[src/design/fetch_pkg.sv]
package fetch_pkg;

    // exception codes as in the cp0 cause register
    typedef enum logic [4:0] {
        no_ex = 5'd0,
        tlbl  = 5'd2,   // tlb miss or invalid page on fetch
        adel  = 5'd4    // misaligned fetch address
    } exc_code_t;

    // branch resolution from execute
    typedef struct packed {
        logic        bpu_valid;   // predictor had a guess for this branch
        logic        is_branch;
        logic        taken;
        logic        bpu_right;
        logic [31:0] target;
        logic [31:0] pc;
    } br_bus_t;

    // predictor hint for the current fetch pc
    typedef struct packed {
        logic [31:0] target;
        logic        valid;
    } bpu_bus_t;

    typedef struct packed {
        logic [31:0] pc;      // virtual
        logic [31:0] paddr;
        logic        ex;
        exc_code_t   exc_code;
    } ps_to_fs_t;

    typedef struct packed {
        logic [31:0] pc;
        logic [31:0] inst;
        logic        ex;
        exc_code_t   exc_code;
    } fs_to_ds_t;

    // one even/odd page pair
    typedef struct packed {
        logic [18:0] vpn2;
        logic [19:0] pfn0;
        logic        v0;
        logic [19:0] pfn1;
        logic        v1;
    } tlb_entry_t;

    // kseg0 and kseg1 bypass the tlb
    localparam logic [31:0] kseg_unmapped_lo = 32'h8000_0000;
    localparam logic [31:0] kseg_unmapped_hi = 32'hbfff_ffff;

endpackage
[src/design/fetch_frontend.sv]
`timescale 1ns/10ps

module fetch_frontend #(
    parameter logic [31:0] reset_pc    = 32'hbfc0_0000,
    parameter int          tlb_entries = 8
) (
    input  logic                  clk,
    input  logic                  reset,
    input  fetch_pkg::br_bus_t    br_bus,
    input  fetch_pkg::bpu_bus_t   bpu_bus,
    input  logic                  flush,
    input  logic [31:0]           exception_addr,
    input  logic                  eret,
    input  logic [31:0]           epc,
    input  logic                  tlb_we,
    input  fetch_pkg::tlb_entry_t tlb_wentry,
    output logic                  imem_req_valid,
    output logic [31:0]           imem_req_addr,
    input  logic                  imem_req_ready,
    input  logic                  imem_resp_valid,
    input  logic [31:0]           imem_resp_data,
    output logic                  fs_to_ds_valid,
    output fetch_pkg::fs_to_ds_t  fs_to_ds,
    input  logic                  ds_ready
);

    logic                  fs_allowin;
    logic                  ps_to_fs_valid;
    fetch_pkg::ps_to_fs_t  ps_to_fs;
    logic                  cancel;
    logic [31:0]           pc;
    logic [31:0]           paddr;
    logic                  tlb_ex;
    logic                  tlb_stall;
    logic                  lookup_req;
    logic [18:0]           lookup_vpn2;
    logic                  tlb_hit;
    fetch_pkg::tlb_entry_t tlb_entry;

    pre_if_stage #(
        .reset_pc (reset_pc)
    ) u_pre_if (
        .clk            (clk),
        .reset          (reset),
        .br_bus         (br_bus),
        .bpu_bus        (bpu_bus),
        .flush          (flush),
        .exception_addr (exception_addr),
        .eret           (eret),
        .epc            (epc),
        .tlb_stall      (tlb_stall),
        .tlb_ex         (tlb_ex),
        .paddr          (paddr),
        .fs_allowin     (fs_allowin),
        .pc             (pc),
        .ps_to_fs_valid (ps_to_fs_valid),
        .ps_to_fs       (ps_to_fs),
        .cancel         (cancel)
    );

    itlb_stage #(
        .tlb_entries (tlb_entries)
    ) u_itlb (
        .clk         (clk),
        .reset       (reset),
        .pc          (pc),
        .tlb_flush   (tlb_we),     // any table write invalidates the buffer
        .paddr       (paddr),
        .tlb_ex      (tlb_ex),
        .tlb_stall   (tlb_stall),
        .lookup_req  (lookup_req),
        .lookup_vpn2 (lookup_vpn2),
        .hit         (tlb_hit),
        .entry       (tlb_entry)
    );

    tlb_table #(
        .tlb_entries (tlb_entries)
    ) u_tlb (
        .clk         (clk),
        .reset       (reset),
        .we          (tlb_we),
        .wentry      (tlb_wentry),
        .lookup_req  (lookup_req),
        .lookup_vpn2 (lookup_vpn2),
        .hit         (tlb_hit),
        .entry       (tlb_entry)
    );

    fetch_stage u_fetch (
        .clk             (clk),
        .reset           (reset),
        .ps_to_fs_valid  (ps_to_fs_valid),
        .ps_to_fs        (ps_to_fs),
        .fs_allowin      (fs_allowin),
        .cancel          (cancel),
        .imem_req_valid  (imem_req_valid),
        .imem_req_addr   (imem_req_addr),
        .imem_req_ready  (imem_req_ready),
        .imem_resp_valid (imem_resp_valid),
        .imem_resp_data  (imem_resp_data),
        .fs_to_ds_valid  (fs_to_ds_valid),
        .fs_to_ds        (fs_to_ds),
        .ds_ready        (ds_ready)
    );

endmodule

[src/design/fetch_stage.sv]
`timescale 1ns/10ps

module fetch_stage (
    input  logic                 clk,
    input  logic                 reset,
    input  logic                 ps_to_fs_valid,
    input  fetch_pkg::ps_to_fs_t ps_to_fs,
    output logic                 fs_allowin,
    input  logic                 cancel,
    output logic                 imem_req_valid,
    output logic [31:0]          imem_req_addr,
    input  logic                 imem_req_ready,
    input  logic                 imem_resp_valid,
    input  logic [31:0]          imem_resp_data,
    output logic                 fs_to_ds_valid,
    output fetch_pkg::fs_to_ds_t fs_to_ds,
    input  logic                 ds_ready
);

    typedef enum logic [2:0] {
        s_idle,
        s_request,
        s_wait,
        s_done,
        s_drop
    } state_t;

    state_t               state;
    state_t               state_nxt;
    logic                 kill;     // request still on the bus but its data is dead
    logic                 accept;
    fetch_pkg::ps_to_fs_t pkt;
    logic [31:0]          inst;

    assign fs_allowin = (state == s_idle) || (state == s_done && ds_ready);
    assign accept     = ps_to_fs_valid && fs_allowin && !cancel;

    assign imem_req_valid = (state == s_request);
    assign imem_req_addr  = pkt.paddr;
    assign fs_to_ds_valid = (state == s_done);

    always_comb begin
        fs_to_ds.pc       = pkt.pc;
        fs_to_ds.inst     = inst;
        fs_to_ds.ex       = pkt.ex;
        fs_to_ds.exc_code = pkt.exc_code;
    end

    always_comb begin
        state_nxt = state;
        case (state)
            s_idle: begin
                if (accept)
                    state_nxt = ps_to_fs.ex ? s_done : s_request;   // faults skip memory
            end
            s_request: begin
                if (imem_req_ready)
                    state_nxt = (kill || cancel) ? s_drop : s_wait;
            end
            s_wait: begin
                if (cancel)
                    state_nxt = imem_resp_valid ? s_idle : s_drop;
                else if (imem_resp_valid)
                    state_nxt = s_done;
            end
            s_done: begin
                if (accept)
                    state_nxt = ps_to_fs.ex ? s_done : s_request;
                else if (ds_ready || cancel)
                    state_nxt = s_idle;
            end
            s_drop: begin
                if (imem_resp_valid)
                    state_nxt = s_idle;   // swallow stale response
            end
            default: state_nxt = s_idle;
        endcase
    end

    always_ff @(posedge clk) begin
        if (reset) begin
            state <= s_idle;
            kill  <= 1'b0;
        end else begin
            state <= state_nxt;
            if (state == s_request)
                kill <= imem_req_ready ? 1'b0 : (kill || cancel);
        end
    end

    always_ff @(posedge clk) begin
        if (accept) begin
            pkt  <= ps_to_fs;
            inst <= '0;
        end else if (state == s_wait && imem_resp_valid) begin
            inst <= imem_resp_data;
        end
    end

endmodule

[src/design/pre_if_stage.sv]
`timescale 1ns/10ps

module pre_if_stage #(
    parameter logic [31:0] reset_pc = 32'hbfc0_0000
) (
    input  logic                 clk,
    input  logic                 reset,
    input  fetch_pkg::br_bus_t   br_bus,
    input  fetch_pkg::bpu_bus_t  bpu_bus,
    input  logic                 flush,
    input  logic [31:0]          exception_addr,
    input  logic                 eret,
    input  logic [31:0]          epc,
    input  logic                 tlb_stall,
    input  logic                 tlb_ex,
    input  logic [31:0]          paddr,
    input  logic                 fs_allowin,
    output logic [31:0]          pc,
    output logic                 ps_to_fs_valid,
    output fetch_pkg::ps_to_fs_t ps_to_fs,
    output logic                 cancel
);

    logic        mispredict;
    logic        unpred_taken;
    logic        redirect;
    logic        transfer;
    logic        addr_err;
    logic [31:0] br_fix_pc;
    logic [31:0] redirect_pc;
    logic [31:0] seq_next_pc;

    // predicted wrong, or taken without any prediction
    assign mispredict   = br_bus.is_branch && br_bus.bpu_valid && !br_bus.bpu_right;
    assign unpred_taken = br_bus.is_branch && !br_bus.bpu_valid && br_bus.taken;

    assign redirect = eret || flush || mispredict || unpred_taken;
    assign cancel   = redirect;

    // not taken after a wrong guess resumes past the delay slot
    assign br_fix_pc = (mispredict && !br_bus.taken) ? br_bus.pc + 32'd8 : br_bus.target;

    always_comb begin
        if (eret)
            redirect_pc = epc;
        else if (flush)
            redirect_pc = exception_addr;
        else
            redirect_pc = br_fix_pc;
    end

    assign seq_next_pc = bpu_bus.valid ? bpu_bus.target : pc + 32'd4;

    assign ps_to_fs_valid = !tlb_stall;
    assign transfer       = ps_to_fs_valid && fs_allowin;

    always_ff @(posedge clk) begin
        if (reset)
            pc <= reset_pc;
        else if (redirect)
            pc <= redirect_pc;
        else if (transfer)
            pc <= seq_next_pc;   // held while fetch is full
    end

    assign addr_err = (pc[1:0] != 2'b00);

    always_comb begin
        ps_to_fs.pc    = pc;
        ps_to_fs.paddr = paddr;
        ps_to_fs.ex    = addr_err || tlb_ex;
        if (addr_err)
            ps_to_fs.exc_code = fetch_pkg::adel;   // beats tlbl
        else if (tlb_ex)
            ps_to_fs.exc_code = fetch_pkg::tlbl;
        else
            ps_to_fs.exc_code = fetch_pkg::no_ex;
    end

endmodule

[src/design/itlb_stage.sv]
`timescale 1ns/10ps

module itlb_stage #(
    parameter int tlb_entries = 8
) (
    input  logic                  clk,
    input  logic                  reset,
    input  logic [31:0]           pc,
    input  logic                  tlb_flush,
    output logic [31:0]           paddr,
    output logic                  tlb_ex,
    output logic                  tlb_stall,
    output logic                  lookup_req,
    output logic [18:0]           lookup_vpn2,
    input  logic                  hit,
    input  fetch_pkg::tlb_entry_t entry
);

    typedef enum logic {
        s_idle,
        s_fill
    } state_t;

    state_t      state;
    logic        unmapped;
    logic        buf_valid;     // buffer holds a lookup result
    logic        buf_found;     // that lookup hit the table
    logic [18:0] buf_vpn2;
    logic [19:0] buf_pfn0;
    logic        buf_v0;
    logic [19:0] buf_pfn1;
    logic        buf_v1;
    logic [18:0] req_vpn2;      // vpn2 of the lookup in flight
    logic        buf_hit;
    logic [19:0] page_pfn;
    logic        page_v;

    assign unmapped = (pc >= fetch_pkg::kseg_unmapped_lo) && (pc <= fetch_pkg::kseg_unmapped_hi);
    assign buf_hit  = buf_valid && (buf_vpn2 == pc[31:13]);

    // one lookup cycle and one fill cycle per buffer miss
    assign lookup_vpn2 = pc[31:13];
    assign lookup_req  = (state == s_idle) && !unmapped && !buf_hit;
    assign tlb_stall   = lookup_req || (state == s_fill);

    assign page_pfn = pc[12] ? buf_pfn1 : buf_pfn0;   // odd page on bit 12
    assign page_v   = pc[12] ? buf_v1 : buf_v0;

    assign paddr  = unmapped ? {3'b000, pc[28:0]} : {page_pfn, pc[11:0]};
    assign tlb_ex = !unmapped && buf_hit && !(buf_found && page_v);

    always_ff @(posedge clk) begin
        if (reset) begin
            state     <= s_idle;
            buf_valid <= 1'b0;
        end else if (tlb_flush) begin
            state     <= s_idle;   // a table write also drops any refill
            buf_valid <= 1'b0;
        end else if (state == s_fill) begin
            state     <= s_idle;
            buf_valid <= 1'b1;
        end else if (lookup_req) begin
            state <= s_fill;
        end
    end

    always_ff @(posedge clk) begin
        if (lookup_req)
            req_vpn2 <= lookup_vpn2;
        if (state == s_fill) begin
            buf_vpn2  <= req_vpn2;
            buf_found <= hit;
            buf_pfn0  <= entry.pfn0;
            buf_v0    <= entry.v0;
            buf_pfn1  <= entry.pfn1;
            buf_v1    <= entry.v1;
        end
    end

endmodule

[src/design/tlb_table.sv]
`timescale 1ns/10ps

module tlb_table #(
    parameter int tlb_entries = 8
) (
    input  logic                  clk,
    input  logic                  reset,
    input  logic                  we,
    input  fetch_pkg::tlb_entry_t wentry,
    input  logic                  lookup_req,
    input  logic [18:0]           lookup_vpn2,
    output logic                  hit,
    output fetch_pkg::tlb_entry_t entry
);

    localparam int idx_w = (tlb_entries > 1) ? $clog2(tlb_entries) : 1;

    fetch_pkg::tlb_entry_t  entries [tlb_entries];
    logic [tlb_entries-1:0] valid;
    logic [idx_w-1:0]       rr_ptr;     // next victim slot
    logic                   wr_match;
    logic [idx_w-1:0]       wr_idx;
    logic                   lk_match;
    logic [idx_w-1:0]       lk_idx;

    // a write to a vpn2 already present overwrites that slot
    always_comb begin
        wr_match = 1'b0;
        wr_idx   = rr_ptr;
        lk_match = 1'b0;
        lk_idx   = '0;
        for (int i = 0; i < tlb_entries; i++) begin
            if (!wr_match && valid[i] && entries[i].vpn2 == wentry.vpn2) begin
                wr_match = 1'b1;
                wr_idx   = idx_w'(i);
            end
            if (!lk_match && valid[i] && entries[i].vpn2 == lookup_vpn2) begin
                lk_match = 1'b1;
                lk_idx   = idx_w'(i);
            end
        end
    end

    always_ff @(posedge clk) begin
        if (reset) begin
            valid  <= '0;
            rr_ptr <= '0;
        end else if (we) begin
            valid[wr_idx] <= 1'b1;
            if (!wr_match)   // only fresh fills move the pointer
                rr_ptr <= (rr_ptr == idx_w'(tlb_entries - 1)) ? '0 : rr_ptr + 1'b1;
        end
    end

    always_ff @(posedge clk) begin
        if (we)
            entries[wr_idx] <= wentry;
    end

    // lookup result shows up one cycle after the request
    always_ff @(posedge clk) begin
        if (reset)
            hit <= 1'b0;
        else if (lookup_req)
            hit <= lk_match;
    end

    always_ff @(posedge clk) begin
        if (lookup_req)
            entry <= entries[lk_idx];
    end

endmodule

[config.mk]
export PLATFORM = sky130hd
export DESIGN_NAME = fetch_frontend
export DESIGN_NICKNAME = d
export VERILOG_FILES = /design/src/design/fetch_pkg.sv /design/src/design/fetch_frontend.sv /design/src/design/fetch_stage.sv /design/src/design/pre_if_stage.sv /design/src/design/itlb_stage.sv /design/src/design/tlb_table.sv
export SDC_FILE = /design/constraint.sdc
export NUM_CORES = 1
export LEC_CHECK = 0
export ABC_AREA = 1
export BUFFER_PORTS_ARGS = -buffer_cell sky130_fd_sc_hd__buf_2
export CORE_ASPECT_RATIO = 1.4
export CORE_MARGIN = 4
export CORE_UTILIZATION = 40
export DETAILED_ROUTE_END_ITERATION = 12
export GPL_TIMING_DRIVEN = 0
export PLACE_DENSITY = 0.67
export SETUP_SLACK_MARGIN = 0.02
export SLEW_MARGIN = 20
export SYNTH_ARGS = -nofsm -noshare
export SYNTH_HDL_FRONTEND = slang
export SYNTH_SLANG_ARGS = --single-unit
[constraint.sdc]
create_clock -name clk -period 5 [get_ports clk]
set_clock_uncertainty 0.2 [all_clocks]
set_input_delay 0 -clock clk [delete_from_list [all_inputs] [get_ports clk]]
set_output_delay 0 -clock clk [all_outputs]
set_load 0.02 [all_outputs]
== Yosys cells after proc, flatten, opt, wreduce, memory -nomap -nowiden ==
Memories as Yosys holds them, arrays and structs flattened. A register that Yosys moved wholly into a read port is not among the register bits.
Index checks and enable logic that the tools add are counted.
W data, S select, Z words.
Operators by class
  bitwise gates (word level): 3
  add/sub/neg operators: 3
  eq/ne operators: 27
  $lt $le $gt $ge: 4
  reductions and logical operators: 84
  mux-type cells: 59
Operators with widths (number)
  $eq A19 B19 Y1: 17
  $mux W32: 6
  $mux W3: 22
  $logic_and A1 B1 Y1: 47
  $add A32 B3 Y32 const B: 1
  $add A32 B4 Y32 const B: 1
  $ge A32 B32 Y1 const B: 1
  $le A32 B32 Y1 const B: 1
  $mux W29: 1
  $mux W1: 23
  $logic_not A1 Y1: 22
  $mux W20: 1
  $pmux W3 S5: 1
  $logic_or A1 B1 Y1: 8
  $mux W2: 4
  $or A8 B8 Y8: 1
  $eq A3 B2 Y1 const B: 2
  $eq A3 B3 Y1 const B: 2
  $reduce_and A5 Y1: 1
  $lt A3 B4 Y1 const B: 1
  $ne A2 B1 Y1 const B: 2
  $reduce_bool A2 Y1: 2
  $add A3 B1 Y3 const B: 1
  $demux W1 S3: 1
  10 further kinds: 11
Word-level totals
  memories kept: 1
  logic and storage cells: 202
  output and inout bits: 104
  register bits after elaboration: 233
  memory bits (writable): 488
Memories
  u_tlb.entries: depth 8, width 61, read ports 9, clocked after Yosys merged registers in 1, write ports 1, RTL line tlb_table.sv:18  | fetch_pkg::tlb_entry_t entries [tlb_entries];

== Depth between registers and ports, before layout ==
An unclocked memory read counts as a cell.
  depth after elaboration: 37
  gate-level depth with buffers: 22

== Modules after synthesis ==
Synthesis repeated with hierarchy kept, for this count alone.
Second synthesis, totals
  cell total of the unflattened synthesis: 4578
  area, all modules: 40685.3 um2
By module, submodules not included
  tlb_table: instances 1, seq. area each 16726.0 um2, cells an instance 3087, area an instance 28277.1 um2
  pre_if_stage: instances 1, seq. area each 640.6 um2, cells an instance 922, area an instance 5016.1 um2
  fetch_stage: instances 1, seq. area each 2822.7 um2, cells an instance 264, area an instance 3853.7 um2
  itlb_stage: instances 1, seq. area each 2472.4 um2, cells an instance 305, area an instance 3538.4 um2

== Worst setup path before layout ==
Ideal clock, no wire load.
  path kind: register to register
  start: memory u_tlb.entries[0][51] (netlist bit)
  end: memory u_tlb.entries[6][0] (netlist bit) (enable)
  data required time: 4.318 ns
  stages on the path, launching flop included: 14
  slack: 0.152 ns
  library setup time: 0.482 ns
  data arrival time: 4.166 ns
  cells stage by stage: edfxtp_1 o21ai_0 nor2_1 nand2_1 nor2_1 nand3_1 nand3_1 nor2_1 nand2_1 nand2_1 nand2_1 nand2_1 nand3_1 nor2_1
RTL lines (RTL line)
  from (decl): tlb_table.sv:18

== Worst setup path in the final report ==
  start: register u_pre_if.pc[25]
  end: register u_tlb.entry[19] (netlist name)
Between the ends
  word-level cells in the longest chain between the ends: 31
  elaborated cells between the ends (all ways): 53
  classes of those cells: order compare (2); eq/ne (9); mux (14); reduce/logical (28)
Ends and longest elaborated chain
  from (decl): RTL line pre_if_stage.sv:18  | output logic [31:0] pc,
  from (signal assigned): RTL line pre_if_stage.sv:59  | pc <= reset_pc;
  from (signal assigned): RTL line pre_if_stage.sv:61  | pc <= redirect_pc;
  from (signal assigned): RTL line pre_if_stage.sv:63  | pc <= seq_next_pc;
  $eq A19 B19 Y1: RTL line tlb_table.sv:37  | if (!lk_match && valid[i] && entries[i].vpn2 == lookup_vpn2) begin
  $logic_and A1 B1 Y1: RTL line tlb_table.sv:37
  $mux W1: RTL line tlb_table.sv:37
  $logic_not A1 Y1: RTL line tlb_table.sv:37
  $logic_and A1 B1 Y1 (2 in a row): RTL line tlb_table.sv:37
  $mux W1: RTL line tlb_table.sv:37
  $logic_not A1 Y1: RTL line tlb_table.sv:37
  $logic_and A1 B1 Y1 (2 in a row): RTL line tlb_table.sv:37
  [... 10 more ...]
  $logic_and A1 B1 Y1 (2 in a row): RTL line tlb_table.sv:37
  $mux W1: RTL line tlb_table.sv:37
  $logic_not A1 Y1: RTL line tlb_table.sv:37
  $logic_and A1 B1 Y1 (2 in a row): RTL line tlb_table.sv:37
  $mux W1: RTL line tlb_table.sv:37
  $logic_not A1 Y1: RTL line tlb_table.sv:37
  $logic_and A1 B1 Y1 (2 in a row): RTL line tlb_table.sv:37
  $mux W3: RTL line tlb_table.sv:37
Several ways; a longest one is shown, not always the timed one.
A chain may end at the register's enable or synchronous reset.

==> flow_metrics.env <==
export IMPL_seqCellArea_um2=21600
export IMPL_wl_per_cell_um=24.8
export IMPL_path_buf_inv=4
export IMPL_setup_violations=0
export IMPL_die_width_um=266
export IMPL_rows=132
export IMPL_antenna_left=0
export IMPL_async_reset_ff_share_pct=0
export IMPL_arrival_ps=5100
export IMPL_relSlewSlack_pct=35.0
export IMPL_post_cts_buffers=0
export IMPL_htreeDepth=3
export IMPL_cts_sinks=748
export IMPL_critPathRequiredTime_ps=5230
export IMPL_reg2reg_to="u_tlb.entry[19]$_DFFE_PP_"
export IMPL_multi_input_area_um2=12300
export IMPL_worst_path_most_repeated_cell="nand2_1"
export IMPL_reg2reg_depth=16
export IMPL_gp_congestion=1.03
export IMPL_critPathMaxFanout=10
export IMPL_path_clk_slew_ps=70
export IMPL_power_leakage_nw=19.9
export IMPL_p_seq_share_pct=46.2
export IMPL_nets=5157
export IMPL_cp_start_kind="flop"
export IMPL_hold_viol=0
export IMPL_synthToLayoutAreaGrowth_pct=24.8
export IMPL_drc_errors=0
export IMPL_critPathCaptureType="flop"
export IMPL_ctsHoldBuffers=263
export IMPL_run_status="finished, final reports clean"
export IMPL_worstSetupPathType="flop to flop"
export IMPL_clk_latency_ps=700
export IMPL_min_period_ps=4870
export IMPL_fillers=8569
export IMPL_via_count=33400
export IMPL_crit_path_top_delay_cell="dfxtp_1"
export IMPL_vias_per_cell=5.42
export IMPL_yosys_warnings=0
export IMPL_netlist_area_um2=37300
export IMPL_switching_share_pct=28.8
export IMPL_clock_power_share_pct=37.0
export IMPL_power_mw=16.3
export IMPL_cts_buffer_depth=3
export IMPL_whs_endpoint="u_pre_if.pc[26]$_SDFFE_PP1P_"
export IMPL_synth_seq_cells=748
export IMPL_vdd_ir_drop_worst_v=0.000341
export IMPL_grt_overflow=0
export IMPL_grt_use_total_pct=30.2
export IMPL_dp_cells=5750
export IMPL_synthCells=4152
export IMPL_synth_edff_count=666
export IMPL_syn_avg_cell_area_um2=9.00
export IMPL_p_int_mw=11.6
export IMPL_clockRootBuffer="clkbuf_16"
export IMPL_ios=370
export IMPL_fin_setup_tns_ps=0
export IMPL_hold_start="bpu_bus[27]"
export IMPL_ys_types=47
export IMPL_worst_pin_slew_ps=972
export IMPL_dr_first_iter_drc_count=3340
export IMPL_ff2ff_setup_slack_ps=130
export IMPL_initial_core_util_pct=40.3
export IMPL_wl_um=153000
export IMPL_rsz0062_at_grt="false"
export IMPL_tritoncts="yes"
export IMPL_antenna_found_initial=11
export IMPL_min_period_over_period_pct=97.4
export IMPL_path_cells="buf_2 -> nand2_1 -> nand4_1 -> nor2_1 -> nand3_1 -> nand2_1 -> nor2_2 -> nand4_1 -> o21ai_2 -> buf_6 -> buf_2 -> nand2_1 -> nand3_1 -> nand3_1 -> nand2_1 -> inv_1"
export IMPL_hold_path_depth=6
export IMPL_seq_area_frac_synth_pct=57.9
export IMPL_utilization_pct=50.3
export IMPL_cts_repair_resized=0
export IMPL_maxSlewViolCount=0
export IMPL_grt_start_max_net_pins=59
export IMPL_r2r_start="u_pre_if.pc[25]$_SDFFE_PP1P_"
export IMPL_hold_ws_ps=27.3
export IMPL_p_switching_mw=4.69
export IMPL_crit_family="simple AND/OR/NAND/NOR gates"
export IMPL_fmax_mhz=205
export IMPL_portBuffers=364
export IMPL_power_density_nw_per_um2=349
export IMPL_p_comb_share_pct=16.8
export IMPL_dieArea_um2=98400
export IMPL_firstDrtPassIters=6
export IMPL_numCtsBuffers=77
export IMPL_critPathMaxStageDelay_ps=860
export IMPL_fp_dieH_um=370
export IMPL_min_path_type="input port to flop"
export IMPL_fin_cells=6159
export IMPL_grt_pass1_vias=32900
export IMPL_timing_max_cap_violations=0
export IMPL_core_area_um2=92700
export IMPL_ys_flop_type="edfxtp_1"
export IMPL_dp_hpwl_um=108000
export IMPL_grt_pass1_wl_um=217000
export IMPL_drive_gt1_share_pct=14.2
[layout make-up]
class / count / share of cell area, %
antenna: 7 / 0.0376
clock buffer: 97 / 4.45
inverter: 665 / 5.37
multi-input combinational: 2541 / 26.3
tap: 1206 / 3.24
clock inverter: 42 / 1.14
sequential: 748 / 46.4
buffer: 200 / 2.18
timing repair buffer: 653 / 10.9
[sequential cells by signal, summed over array words and instances, names as in the netlist, 3 cells and up]
name,cells
u_itlb.buf_pfn1,20
u_fetch.state,3
u_itlb.req_vpn2,19
u_itlb.buf_vpn2,19
u_tlb.entry,42
u_fetch.imem_req_addr,32
u_tlb.valid,8
u_fetch.fs_to_ds,23
u_tlb.rr_ptr,3
u_pre_if.pc,32
u_tlb.entries,488
u_fetch.inst,32
u_itlb.buf_pfn0,20
[worst min-delay path: cells and delay by family]
family | cells | cell delay (ps)
buffers and inverters | 2 | 620
AOI/OAI and AO/OA | 2 | 160
and+or+nand+nor | 2 | 120
[Yosys cell counts, types with 2 or more instances]
| library cell | instances | area (µm²) |
|---|---|---|
| a211oi_1 | 3 | 22.5 |
| a21o_1 | 2 | 15.0 |
| a21oi_1 | 93 | 465 |
| a31oi_1 | 24 | 150 |
| buf_1 | 7 | 26.3 |
| buf_2 | 86 | 430 |
| buf_4 | 32 | 240 |
| buf_6 | 5 | 56.3 |
| clkbuf_1 | 70 | 263 |
| clkinv_1 | 6 | 22.5 |
| dfxtp_1 | 82 | 1640 |
| edfxtp_1 | 666 | 20000 |
| ha_1 | 5 | 62.6 |
| inv_1 | 634 | 2380 |
| inv_2 | 24 | 90.1 |
| nand2_1 | 962 | 3610 |
| nand3_1 | 486 | 2430 |
| nand3b_1 | 54 | 405 |
| nand4_1 | 74 | 463 |
| nor2_1 | 338 | 1270 |
| nor2_2 | 4 | 25.0 |
| nor3_1 | 59 | 295 |
| nor3b_1 | 3 | 22.5 |
| nor4_1 | 16 | 100 |
| o2111ai_1 | 15 | 131 |
| o211ai_1 | 63 | 473 |
| o21ai_0 | 137 | 686 |
| o21ai_1 | 18 | 90.1 |
| o221ai_1 | 2 | 17.5 |
| o22ai_1 | 25 | 156 |
| o311ai_0 | 2 | 17.5 |
| or2_2 | 25 | 156 |
| xnor2_1 | 61 | 534 |
| xor2_1 | 56 | 490 |
[cell families after synthesis]
| kind of cell | share of synthesized area, % |
|---|---|
| compound gates | 6.09 |
| fa+ha+maj | 0.168 |
| flops | 57.9 |
| xor+xnor | 2.74 |
| buf+inv | 9.41 |
| other cells | 0.0100 |
| simple gates | 23.6 |
[per-layer routing]
metal  vias to the layer above  wire length [µm]  part of all wire [%]  global-route usage [%]
met5                         -                49                 0.032                       0
met4                         6             12700                   8.3                    22.1
met3                       571             13200                   8.7                    5.86
met2                      1851             73000                    48                    51.6
met1                     15700             53700                    35                    33.5
li1                      15200                 -                     -                       -
[how the worst max path moves through the flow]
stage | from | to | depth (start not counted)
global placement | tlb_wentry[49] | u_tlb.entries[1][8]$_DFFE_PP_ | 18
detailed placement | tlb_wentry[49] | u_tlb.entries[5][9]$_DFFE_PP_ | 21
global route | tlb_wentry[53] | u_tlb.entries[5][5]$_DFFE_PP_ | 22
CTS | u_pre_if.pc[25]$_SDFFE_PP1P_ | u_tlb.entry[18]$_DFFE_PP_ | 16
floorplan | u_tlb.entries[0][51]$_DFFE_PP_ | u_tlb.entries[6][0]$_DFFE_PP_ | 13
finish | u_pre_if.pc[25]$_SDFFE_PP1P_ | u_tlb.entry[19]$_DFFE_PP_ | 16
[through the flow]
stage | setup WS (ps) | area, µm²
after floorplan | 152 | 37400
after global placement | -4230 | 40700
after detailed placement | -191 | 41400
after CTS | 283 | 46600
after global routing | 194 | 46600
final | 132 | 46600
[cell usage in the layout (no fill, tap or decap), types with 13 or more instances in the layout]
| cell type | count |
|---|---|
| dlygate4sd3_1 | 263 |
| nor4_1 | 16 |
| clkinv_1 | 14 |
| nand3b_1 | 54 |
| clkbuf_1 | 83 |
| inv_2 | 24 |
| nor2_1 | 331 |
| o211ai_1 | 63 |
| buf_12 | 13 |
| a31oi_1 | 24 |
| or2_2 | 25 |
| xnor2_1 | 61 |
| nand4_1 | 74 |
| nand2_1 | 962 |
| xor2_1 | 56 |
| o21ai_0 | 137 |
| nand3_1 | 486 |
| clkbuf_16 | 78 |
| buf_2 | 451 |
| o2111ai_1 | 15 |
| nor3_1 | 59 |
| inv_1 | 632 |
| dfxtp_1 | 81 |
| a21oi_1 | 93 |
| o22ai_1 | 25 |
| buf_16 | 13 |
| buf_4 | 32 |
| clkinv_2 | 13 |
| edfxtp_1 | 666 |
| o21ai_1 | 18 |
[power by group through the flow]
stage          clock, mW  sequential, mW  combinational [mW]
6_report            6.02            7.52                2.74
3_3_place_gp           0            7.67                2.33
2_1_floorplan          0            7.75                1.17
5_1_grt             6.33            7.54                2.93
3_5_place_dp           0            7.63                2.42
4_1_cts             6.07            7.50                2.66
(Power assumes the default switching activity.)
